File: config.mk
export PLATFORM = sky130hd
export DESIGN_NAME = regWriteback
export DESIGN_NICKNAME = d
export VERILOG_FILES = /design/src/verilog/rvviPkg.sv /design/src/verilog/regWriteback.sv
export VERILOG_INCLUDE_DIRS = /design/src /design/src/verilog
export SDC_FILE = /design/constraint.sdc
export NUM_CORES = 2
export LEC_CHECK = 0
export CORE_AREA = 2 2 440 442
export DETAILED_ROUTE_END_ITERATION = 7
export DIE_AREA = 0 0 442 444
export DONT_BUFFER_PORTS = 1
export PLACE_DENSITY = 0.42
export SYNTH_ARGS = -nofsm -noshare
export SYNTH_HDL_FRONTEND = slang
export SYNTH_SLANG_ARGS = --single-unit
File: constraint.sdc
create_clock -name rvvi -period 0.8 [get_ports rvvi]
set_input_delay 0.04 -clock rvvi [delete_from_list [all_inputs] [get_ports rvvi]]
set_output_delay 0.04 -clock rvvi [all_outputs]
set_load 0.01 [all_outputs]
File: src/verilog/rvvi_cfg.svh
//////////////////////////////
// RVVI trace configuration
// Register file sizes, data widths and the
// machine CSR addresses tracked by the converter
//////////////////////////////

`ifndef RVVI_CFG_SVH
`define RVVI_CFG_SVH

// Registers per file, integer and floating point alike
`define RVVI_NUM_REGS 32

// Integer and floating-point register widths
`define RVVI_XLEN 32
`define RVVI_FLEN 32

// Number of tracked CSR slots
`define RVVI_NUM_CSR 8

//////////////////////////////
// Machine CSR addresses
//////////////////////////////
`define RVVI_CSR_MSTATUS_ADDR  12'h300
`define RVVI_CSR_MISA_ADDR     12'h301
`define RVVI_CSR_MIE_ADDR      12'h304
`define RVVI_CSR_MTVEC_ADDR    12'h305
`define RVVI_CSR_MSCRATCH_ADDR 12'h340
`define RVVI_CSR_MEPC_ADDR     12'h341
`define RVVI_CSR_MCAUSE_ADDR   12'h342
`define RVVI_CSR_MIP_ADDR      12'h344

`endif

File: src/verilog/rvviPkg.sv
//////////////////////////////
// RVVI trace types
// Retirement input record, destination writes,
// CSR ports, CSR slot table and trace output
//////////////////////////////

`include "rvvi_cfg.svh"

package rvviPkg;

    //////////////////////////////
    // Retirement fields
    //////////////////////////////

    // 140 bits, low 6 reserved and kept at zero
    typedef struct packed {
        logic [63:0] order;
        logic [31:0] insn;
        logic        trap;
        logic        intr;
        logic [1:0]  mode;
        logic [1:0]  ixl;
        logic [31:0] pcRdata;
        logic [5:0]  rsvd;
    } retireT;

    // One integer destination write
    typedef struct packed {
        logic                    valid;
        logic [4:0]              addr;
        logic [`RVVI_XLEN-1:0]   data;
    } gprWriteT;

    // One floating-point destination write
    typedef struct packed {
        logic                    valid;
        logic [4:0]              addr;
        logic [`RVVI_FLEN-1:0]   data;
    } fprWriteT;

    // Raw CSR view from the retirement port
    typedef struct packed {
        logic [`RVVI_XLEN-1:0] wdata;
        logic [`RVVI_XLEN-1:0] rdata;
        logic [`RVVI_XLEN-1:0] wmask;
    } csrPortT;

    // Slot order of the tracked CSRs
    typedef enum logic [2:0] {
        csrMstatus,
        csrMisa,
        csrMie,
        csrMtvec,
        csrMscratch,
        csrMepc,
        csrMcause,
        csrMip
    } csrSlotT;

    // Slot to address lookup, indexed by csrSlotT
    localparam logic [11:0] csrAddrTable [`RVVI_NUM_CSR] = '{
        `RVVI_CSR_MSTATUS_ADDR,
        `RVVI_CSR_MISA_ADDR,
        `RVVI_CSR_MIE_ADDR,
        `RVVI_CSR_MTVEC_ADDR,
        `RVVI_CSR_MSCRATCH_ADDR,
        `RVVI_CSR_MEPC_ADDR,
        `RVVI_CSR_MCAUSE_ADDR,
        `RVVI_CSR_MIP_ADDR
    };

    //////////////////////////////
    // Full records
    //////////////////////////////

    // Input record from the core
    typedef struct packed {
        logic                              valid;
        retireT                            retire;
        gprWriteT [1:0]                    gpr;
        fprWriteT [1:0]                    fpr;
        csrPortT [`RVVI_NUM_CSR-1:0]       csr;
    } rvfiInT;

    // Trace record toward the checker
    typedef struct packed {
        logic                                          valid;
        retireT                                        retire;
        logic [`RVVI_NUM_REGS-1:0]                     xWb;
        logic [`RVVI_NUM_REGS-1:0][`RVVI_XLEN-1:0]     xWdata;
        logic [`RVVI_NUM_REGS-1:0]                     fWb;
        logic [`RVVI_NUM_REGS-1:0][`RVVI_FLEN-1:0]     fWdata;
        logic [`RVVI_NUM_CSR-1:0][`RVVI_XLEN-1:0]      csrVal;
        logic [`RVVI_NUM_CSR-1:0]                      csrWb;
    } rvviOutT;

endpackage

File: src/verilog/regWriteback.sv
//////////////////////////////
// Register write-back unit
// Turns two destination writes into a write-back
// mask and a value table for one register file
//////////////////////////////

`timescale 1ns/1ps

`include "rvvi_cfg.svh"

module regWriteback #(
    parameter type writeT        = rvviPkg::gprWriteT,
    parameter type dataT         = logic [`RVVI_XLEN-1:0],
    parameter bit  zeroHardwired = 1'b1
) (
    input  logic                             rvvi,
    input  logic                             arstN_i,
    input  logic                             valid_i,
    input  writeT [1:0]                      write_i,
    output logic [`RVVI_NUM_REGS-1:0]        wb_o,
    output dataT [`RVVI_NUM_REGS-1:0]        wdata_o
);

    // Next mask and table from the current retirement
    logic [`RVVI_NUM_REGS-1:0] wbNext;
    dataT [`RVVI_NUM_REGS-1:0] wdataNext;

    //////////////////////////////
    // Decode the two entries
    //////////////////////////////

    // Entry 1 is applied last so it wins on a shared address
    always_comb begin
        wbNext    = '0;
        wdataNext = '0;
        for (int k = 0; k < 2; k++) begin
            if (write_i[k].valid) begin
                // x0 style register never records a write
                if (!(zeroHardwired && (write_i[k].addr == '0))) begin
                    wbNext[write_i[k].addr]    = 1'b1;
                    wdataNext[write_i[k].addr] = write_i[k].data;
                end
            end
        end
    end

    //////////////////////////////
    // Output registers
    //////////////////////////////

    // Mask is cleared on reset
    always_ff @(posedge rvvi or negedge arstN_i) begin
        if (!arstN_i) begin
            wb_o <= '0;
        end else if (valid_i) begin
            wb_o <= wbNext;
        end
    end

    // Value table, loaded together with the mask
    always_ff @(posedge rvvi) begin
        if (valid_i) begin
            wdata_o <= wdataNext;
        end
    end

endmodule

==> metrics.cfg <==
[placement]
dpl_worst_slack_ns = -0.9029
dpl.hpwl_um = 198400
gp_congestion = 0.9038
place_inst = 6745
numPortBuffers = 0

[cts]
numCtsBuffers = 131
insertion_delay_ns = 0.83
cts_buffer_depth = 3
path_clk_slew_ns = 0.07
cts_root_buf = clkbuf_16
htreeDepth = 4
cts_tree = built
clock_sinks = 1056

[route]
drt_iter0_drc = 6082
drt-wirelength-per-cell_um = 39.84
vias_per_cell = 5.935
vias = 42570
ant_nets = 0
dr.pass1.iters = 8
drc = 1
wirelength_um = 285800

[outcome]
violations = DRC, hold timing, setup timing
status = complete, but fails checks

[critical_path]
crit_arrival_ns = 1.50
rr_worst_depth = 3
crit_cells = 0
crit_path_end_kind = output pin
required_ns = 0.76
path_class = register to output pin
path_max_fanout = 1
cp-start-kind = register

[yosys]
syn_inst = 3950
synthAdderAreaFrac = 0
synthTopCellsByArea = edfxtp_1, o31ai_1, nand3_1
yosys_warnings = 0
synth_top_cell_by_area = edfxtp_1
synth_cell_types = 41
syn_avg_cell_area_um2 = 12.74
async_flop_share = 0.03030
synthSimpleGateAreaFrac = 0.1233
synth-edff-count = 1024
ys_ff_latch = 1056
synth_xor_area_frac = 0
synth_top_family_by_area = compound AO/OA/AOI/OAI gates
synth_compound_area_frac = 0.1879
ys_seq_area_frac = 0.6272
netlist_area_mm2 = 0.05030
synth_ff_type = edfxtp_1
muxShareOfSynthArea = 0
yosysTopAreaCellShare = 0.6113

[final_layout]
drive_above_1_share = 0.3294
syn_to_final_growth_pct = 33.76
finalNonFillerCells = 7172
layout_commonest_cell = edfxtp_1
fin_nets = 4610
final_cell_mix = edfxtp_1, nand3_1, o31ai_1
utilization = 0.3512

[global_routing]
gr-usage-all-layers = 0.2731
grt_pass1_wl_um = 369300
grt_max_degree = 58
grt_pass1_vias = 38960
grt.overflow.total = 0
antenna_found_initial = 28

[pwr]
peakVddDrop_uv = 2068
p_per_area_mw_per_mm2 = 2129
total_power_w = 0.1433
leakage_nw = 22.48

[sta]
max_slew.worst_pin.slew_ns = 0.8780
fin_ws_ns = -0.7382
fmax_mhz = 650.1
hold_viol = 356
period_share = 1.923
rsz0062_at_grt = true
setup_viol = 1991
fin_setup_tns_ns = -824.10
drv_slew = 0
fin_crit_ns = 1.538
slew_headroom = 0.4137
fin_skew_ns = 0
whs_ns = -0.2737

[floorplanning]
die_h_um = 444
ios = 1135
row_count = 161
core_area_mm2 = 0.1916
dieArea_mm2 = 0.1962
die_width_um = 442
initial_core_util = 0.2626

[min_path]
hp-class = input port to register
whs_path_depth = 3

[flow_run]
maxCapViolCount = 0

[metrics by stage]
stage	instance area [um^2]	hold slack, ns
finish	67290	-0.2737
global route	67270	-0.3062
CTS	66480	-0.3556
detailed placement	60150	-0.2549
global placement	60150	-0.2547
floorplan	51740	-0.2556
[logic make-up after synthesis]
kind of cell	count (synthesis)
AO/OA/AOI/OAI	1055
flip-flops	1056
AND/OR/NAND/NOR	1250
other	1
buffers and inverters	588
[path summary, 6_finish.rpt]
kind                                          end              startpoint  slack, ns
max in group asynchronous    wb_o[29]$_DFFE_PN0P_                 arstN_i       0.42
setup / recovery                     wdata_o[145]  wdata_o[145]$_DFFE_PP_      -0.74
min in group asynchronous    wb_o[11]$_DFFE_PN0P_                 arstN_i       0.19
hold / removal             wdata_o[100]$_DFFE_PP_             write_i[33]      -0.27
hold reg to reg               wb_o[0]$_DFFE_PN0P_     wb_o[0]$_DFFE_PN0P_       0.53
setup reg to reg             wb_o[15]$_DFFE_PN0P_    wb_o[15]$_DFFE_PN0P_          0
[layout make-up]
cell class | count | area [um^2]
Timing Repair Buffer | 1004 | 11940
Multi-Input combinational cell | 2337 | 16310
Inverter | 1 | 3.754
Sequential cell | 1056 | 31550
Clock inverter | 73 | 759.5
Fill cell | 18580 | 124300
Clock buffer | 159 | 3521
Antenna cell | 16 | 40.04
Tap cell | 2526 | 3161
[Yosys cell counts, types with 2 or more instances]
cell type	n
edfxtp_1	1024
and4b_1	6
nand4b_1	2
nand3_1	975
nor4b_2	2
o31ai_2	319
o31ai_1	652
buf_2	201
a22oi_1	30
and4bb_1	2
nand2_1	174
a21oi_1	31
dfrtp_1	32
buf_4	33
buf_6	68
and2_4	2
o32ai_1	15
and2_1	31
clkbuf_1	242
buf_1	43
nor2_1	34
nand4_1	2
and4bb_2	3
nor2b_1	5
o22ai_1	6
[report_power, final]
part	leakage (nW)	switching (W)	total [W]	internal, W
Combinational	10.3	0.00905	0.0135	0.00446
Clock	2.08	0.0259	0.0612	0.0353
Sequential	10.1	0.00450	0.0686	0.0641
[layer usage]
| layer | vias to the layer above | part of all wire | GRT usage | routed length, um |
|---|---|---|---|---|
| met5 | - | 0.000028 | 0 | 8 |
| met4 | 2 | 0.065 | 0.1473 | 18700 |
| met3 | 659 | 0.098 | 0.06871 | 28050 |
| met2 | 3163 | 0.47 | 0.4424 | 133000 |
| met1 | 21880 | 0.37 | 0.3336 | 106000 |
| li1 | 16870 | - | - | - |
[state kept, by name (all words and copies together), names as in the netlist]
| name | flops |
|---|---|
| wb_o | 32 |
| wdata_o | 1024 |
[what timing repair did]
action / CTS / global route
endpoints found under the hold margin: 1999 / 604
pin swaps: 0 / 7
endpoints found under the setup margin: 1057 / 2291
setup buffers: 0 / 12
cloned: 0 / 10
resized for setup: 41 / 159
hold buffers: 144 / 25
No activity file was read; power rests on OpenSTA's default activity.
