### config.mk
export PLATFORM = sky130hd
export DESIGN_NAME = csrMerge
export DESIGN_NICKNAME = d
export VERILOG_FILES = /design/src/verilog/rvviPkg.sv /design/src/verilog/csrMerge.sv
export VERILOG_INCLUDE_DIRS = /design/src /design/src/verilog
export SDC_FILE = /design/constraint.sdc
export NUM_CORES = 1
export LEC_CHECK = 0
export BUFFER_PORTS_ARGS = -buffer_cell sky130_fd_sc_hd__buf_2
export CORE_AREA = 5 5 403 405
export CTS_CLUSTER_DIAMETER = 50
export DETAILED_ROUTE_END_ITERATION = 6
export DIE_AREA = 0 0 408 410
export HOLD_SLACK_MARGIN = 0.05
export PLACE_DENSITY = 0.4
export SKIP_LAST_GASP = 1
export SYNTH_ARGS = -nofsm -noshare
export SYNTH_HDL_FRONTEND = slang
export SYNTH_SLANG_ARGS = --single-unit
### constraint.sdc
create_clock -name rvvi -period 1.3 [get_ports rvvi]
set_input_delay 0 -clock rvvi [delete_from_list [all_inputs] [get_ports rvvi]]
set_output_delay 0 -clock rvvi [all_outputs]
set_load 0.05 [all_outputs]
### src/verilog/rvvi_cfg.svh
//////////////////////////////
// RVVI trace configuration
// Register file sizes, data widths and the
// machine CSR addresses tracked by the converter
//////////////////////////////

`ifndef RVVI_CFG_SVH
`define RVVI_CFG_SVH

// Registers per file, integer and floating point alike
`define RVVI_NUM_REGS 32

// Integer and floating-point register widths
`define RVVI_XLEN 32
`define RVVI_FLEN 32

// Number of tracked CSR slots
`define RVVI_NUM_CSR 8

//////////////////////////////
// Machine CSR addresses
//////////////////////////////
`define RVVI_CSR_MSTATUS_ADDR  12'h300
`define RVVI_CSR_MISA_ADDR     12'h301
`define RVVI_CSR_MIE_ADDR      12'h304
`define RVVI_CSR_MTVEC_ADDR    12'h305
`define RVVI_CSR_MSCRATCH_ADDR 12'h340
`define RVVI_CSR_MEPC_ADDR     12'h341
`define RVVI_CSR_MCAUSE_ADDR   12'h342
`define RVVI_CSR_MIP_ADDR      12'h344

`endif

### src/verilog/rvviPkg.sv
//////////////////////////////
// RVVI trace types
// Retirement input record, destination writes,
// CSR ports, CSR slot table and trace output
//////////////////////////////

`include "rvvi_cfg.svh"

package rvviPkg;

    //////////////////////////////
    // Retirement fields
    //////////////////////////////

    // 140 bits, low 6 reserved and kept at zero
    typedef struct packed {
        logic [63:0] order;
        logic [31:0] insn;
        logic        trap;
        logic        intr;
        logic [1:0]  mode;
        logic [1:0]  ixl;
        logic [31:0] pcRdata;
        logic [5:0]  rsvd;
    } retireT;

    // One integer destination write
    typedef struct packed {
        logic                    valid;
        logic [4:0]              addr;
        logic [`RVVI_XLEN-1:0]   data;
    } gprWriteT;

    // One floating-point destination write
    typedef struct packed {
        logic                    valid;
        logic [4:0]              addr;
        logic [`RVVI_FLEN-1:0]   data;
    } fprWriteT;

    // Raw CSR view from the retirement port
    typedef struct packed {
        logic [`RVVI_XLEN-1:0] wdata;
        logic [`RVVI_XLEN-1:0] rdata;
        logic [`RVVI_XLEN-1:0] wmask;
    } csrPortT;

    // Slot order of the tracked CSRs
    typedef enum logic [2:0] {
        csrMstatus,
        csrMisa,
        csrMie,
        csrMtvec,
        csrMscratch,
        csrMepc,
        csrMcause,
        csrMip
    } csrSlotT;

    // Slot to address lookup, indexed by csrSlotT
    localparam logic [11:0] csrAddrTable [`RVVI_NUM_CSR] = '{
        `RVVI_CSR_MSTATUS_ADDR,
        `RVVI_CSR_MISA_ADDR,
        `RVVI_CSR_MIE_ADDR,
        `RVVI_CSR_MTVEC_ADDR,
        `RVVI_CSR_MSCRATCH_ADDR,
        `RVVI_CSR_MEPC_ADDR,
        `RVVI_CSR_MCAUSE_ADDR,
        `RVVI_CSR_MIP_ADDR
    };

    //////////////////////////////
    // Full records
    //////////////////////////////

    // Input record from the core
    typedef struct packed {
        logic                              valid;
        retireT                            retire;
        gprWriteT [1:0]                    gpr;
        fprWriteT [1:0]                    fpr;
        csrPortT [`RVVI_NUM_CSR-1:0]       csr;
    } rvfiInT;

    // Trace record toward the checker
    typedef struct packed {
        logic                                          valid;
        retireT                                        retire;
        logic [`RVVI_NUM_REGS-1:0]                     xWb;
        logic [`RVVI_NUM_REGS-1:0][`RVVI_XLEN-1:0]     xWdata;
        logic [`RVVI_NUM_REGS-1:0]                     fWb;
        logic [`RVVI_NUM_REGS-1:0][`RVVI_FLEN-1:0]     fWdata;
        logic [`RVVI_NUM_CSR-1:0][`RVVI_XLEN-1:0]      csrVal;
        logic [`RVVI_NUM_CSR-1:0]                      csrWb;
    } rvviOutT;

endpackage

### src/verilog/csrMerge.sv
//////////////////////////////
// CSR merge unit
// Forms each CSR value from write and read data
// under its mask, flags CSRs whose value changed
//////////////////////////////

`timescale 1ns/1ps

`include "rvvi_cfg.svh"

module csrMerge (
    input  logic                                      rvvi,
    input  logic                                      arstN_i,
    input  logic                                      valid_i,
    input  rvviPkg::csrPortT [`RVVI_NUM_CSR-1:0]      csr_i,
    output logic [`RVVI_NUM_CSR-1:0][`RVVI_XLEN-1:0]  csrVal_o,
    output logic [`RVVI_NUM_CSR-1:0]                  csrWb_o
);

    // Merged values of the current retirement
    logic [`RVVI_NUM_CSR-1:0][`RVVI_XLEN-1:0] merged;

    // Per-slot compare against the last retirement
    logic [`RVVI_NUM_CSR-1:0] changed;

    // Value of each CSR at the previous valid retirement
    logic [`RVVI_NUM_CSR-1:0][`RVVI_XLEN-1:0] shadowQ;

    // Registered changed flags
    logic [`RVVI_NUM_CSR-1:0] wbQ;

    //////////////////////////////
    // Merge and compare
    //////////////////////////////

    // Masked bits come from wdata, the rest from rdata
    always_comb begin
        for (int i = 0; i < `RVVI_NUM_CSR; i++) begin
            merged[i] = (csr_i[i].wdata & csr_i[i].wmask)
                      | (csr_i[i].rdata & ~csr_i[i].wmask);
            changed[i] = (merged[i] != shadowQ[i]);
        end
    end

    //////////////////////////////
    // Shadow and flag registers
    //////////////////////////////

    // Shadow doubles as the registered value
    // Idle cycles leave both untouched
    always_ff @(posedge rvvi or negedge arstN_i) begin
        if (!arstN_i) begin
            shadowQ <= '0;
            wbQ     <= '0;
        end else if (valid_i) begin
            shadowQ <= merged;
            wbQ     <= changed;
        end
    end

    // Values seen by the assembler
    assign csrVal_o = shadowQ;
    assign csrWb_o  = wbQ;

endmodule

==> out/qor.yml <==
fp.dieW_um: 408
slowest_delay_ns: 0.62
timing.final.ws_setup_ns: -0.493
wl_um: 119000
grt_pass1_wl_um: 160000
grt_pass1_vias: 20816
netlist_area_sq_mm: 0.0145
ys_warn_count: 0
ys_types: 13
cts-root-buf: "clkbuf_16"
slew_violations: 0
tightest_slew_ns: 0.624
layout_worst_path_cycle_share_pct: 138
fmax_mhz: 558
ys_ff_latch: 264
skew_ns: 0.0328
critPathRequiredTime_ns: 1.79
powerDensity_mw_per_mm2: 1140
max_slew_margin_pct: 58.2
violations: "setup timing"
layoutNonFillerInstCount: 5604
viasPerCell: 3.44
gp_congestion: 0.971
syn2layout_area_growth_pct: 160
final_core_util_pct: 23.8
fp-row-count: 146
pin_count: 1035
num_vias: 19251
drc: 0
cts_tree: "done"
arrival_ns: 2.29
syn_avg_cell_area_sq_um: 10.0
period_minus_slack_ns: 1.79
syn_inst: 1443
path_cells: "dlygate4sd3_1 > buf_2 > mux2i_1 > dlygate4sd3_1 > xnor2_1 > nor4_1 > nand3_1 > o32a_1"
grt_antenna_before_repair: 68
wl_per_cell_um: 21.3
vdd_drop_max_mv: 1.04
cts_made_buffers: 58
dieArea_sq_mm: 0.167
finalSetupTns_ns: -5.10
clk_pin_slew_ns: 0.05
status: "finished, violations left"
hpwl_um: 99600
grt_overflow: 0
dp_slack_ns: -1.19
clockBufferDepth: 3
track_usage_pct: 13.6
initial_core_util_pct: 9.16
cp_slowest_cell: "dlygate4sd3_1"
drt-initial-drc-count: 708
p_leak_nw: 16.9
setup_violations: 146
start_kind: "input port"
synth_nets: 2214
dr.pass1.iters: 5
core_sq_mm: 0.158
drive_gt1_share_pct: 55.7
insertion_delay_ns: 0.63
ant_nets: 0
fp.dieH_um: 410
path_class: "in2reg"
cpMostUsedCell: "dlygate4sd3_1"
worstPathMaxFanout: 2
hold_viol: 0
num-nets-final: 4236
htreeDepth: 2
cts.sinks: 264
endpoint_kind: "flop"
finalPower_mw: 42.9
io_buffers: 1034
cap_violations: 0
rsz0062_at_grt: "true"
dpl.cell_count: 4979
hold_path.class: "in2reg"
ys_seq_area_share_pct: 45.6
grt_start_max_net_pins: 59
-- cell type report --
type	count	area [sq um]
fill	17126	120000
timing repair buffer	2021	18000
multi-input combinational	1120	8080
sequential	264	6900
tap	2072	2590
clock buffer	74	1640
clock inverter	36	385
antenna	17	42.5
-- kinds of logic after synthesis --
| family | after synthesis | share of synthesized area [%] |
|---|---|---|
| buffers and inverters | 59 | 1.53 |
| flip-flops | 264 | 45.6 |
| multiplexers | 256 | 17.7 |
| AO/OA/AOI/OAI | 264 | 9.40 |
| AND/OR/NAND/NOR | 344 | 10.2 |
| XOR/XNOR | 256 | 15.5 |
-- per-stage QoR --
step	instance area (sq um)	hold slack (ns)
after global routing	37700	0.0497
final	37700	0.0429
after detailed placement	26100	-0.109
after floorplan	14800	-0.296
after global placement	26100	-0.109
after CTS	36900	-0.318
-- cells in the mapped netlist --
master    number  share of area, %
nand3_1       16              0.55
o32a_1         8              0.55
a21oi_1      256               8.9
nor2_1       256               6.6
xnor2_1      248                15
buf_1          6              0.16
nand4_1        8              0.35
dfrtp_1      264                46
mux2i_1      256                18
nor3_1         8              0.28
nor4_1        56               2.4
clkbuf_1      53               1.4
xor2_1         8              0.48
-- critical path: cells and delay by family --
| kind | cells | cell delay (ns) |
|---|---|---|
| XOR/XNOR | 1 | 0.09 |
| multiplexers | 1 | 0.12 |
| AO/OA/AOI/OAI | 1 | 0.34 |
| buffers and inverters | 3 | 1.28 |
| AND/OR/NAND/NOR | 2 | 0.46 |
-- state kept, by name, summed over array words and instances, names as in the netlist --
name and flops:
csrWb_o 8, csrVal_o 256
-- worst paths after layout --
path	start	end	slack, ns	cells past startpoint
setup / recovery	csr_i[331]	csrWb_o[3]$_DFFE_PN0P_	-0.49	8
hold / removal	csr_i[514]	csrWb_o[5]$_DFFE_PN0P_	0.04	6
setup reg to reg	csrVal_o[190]$_DFFE_PN0P_	csrWb_o[5]$_DFFE_PN0P_	-0.34	5
hold reg to reg	csrWb_o[3]$_DFFE_PN0P_	csrWb_o[3]$_DFFE_PN0P_	0.52	1
max in group asynchronous	arstN_i	csrVal_o[58]$_DFFE_PN0P_	0.12	4
min in group asynchronous	arstN_i	csrVal_o[233]$_DFFE_PN0P_	0.48	4
-- report_power, final --
group	internal, mW	total (mW)	switching, mW
Combinational	8.95	17.5	8.56
Sequential	9.23	10.0	0.778
Clock	9.94	15.4	5.48
Total	28.1	42.9	14.8
-- cells in the final DEF, fill, tap and decap left out, drive strengths merged --
cell          Yosys  final
buf               6   1566
nor4             56     56
xor2              8      8
nand4             8      8
nand3            16     16
xnor2           248    248
dfrtp           264    264
diode             0     17
nor2            256    256
nor3              8      8
bufinv            0      5
clkinvlp          0      8
clkbuf           53     74
a21oi           256    256
dlygate4sd3       0    454
dlymetal6s4s      0      1
mux2i           256    256
inv               0      9
o32a              8      8
clkinv            0     14
-- per-layer routing --
layer  track usage (%)  share of wire (%)
met1              15.8                 40
met2              23.5                 49
met3              4.21                7.3
met4              4.89                3.3
met5                 0              0.071
-- timing repair --
item,CTS,global route
endpoints found under the hold margin,528,30
endpoints found under the setup margin,272,380
setup buffers,13,89
hold buffers,437,43
gates resized for setup,1169,107
gates cloned,0,0
pin swaps,19,27
(Power assumes the default switching activity.)
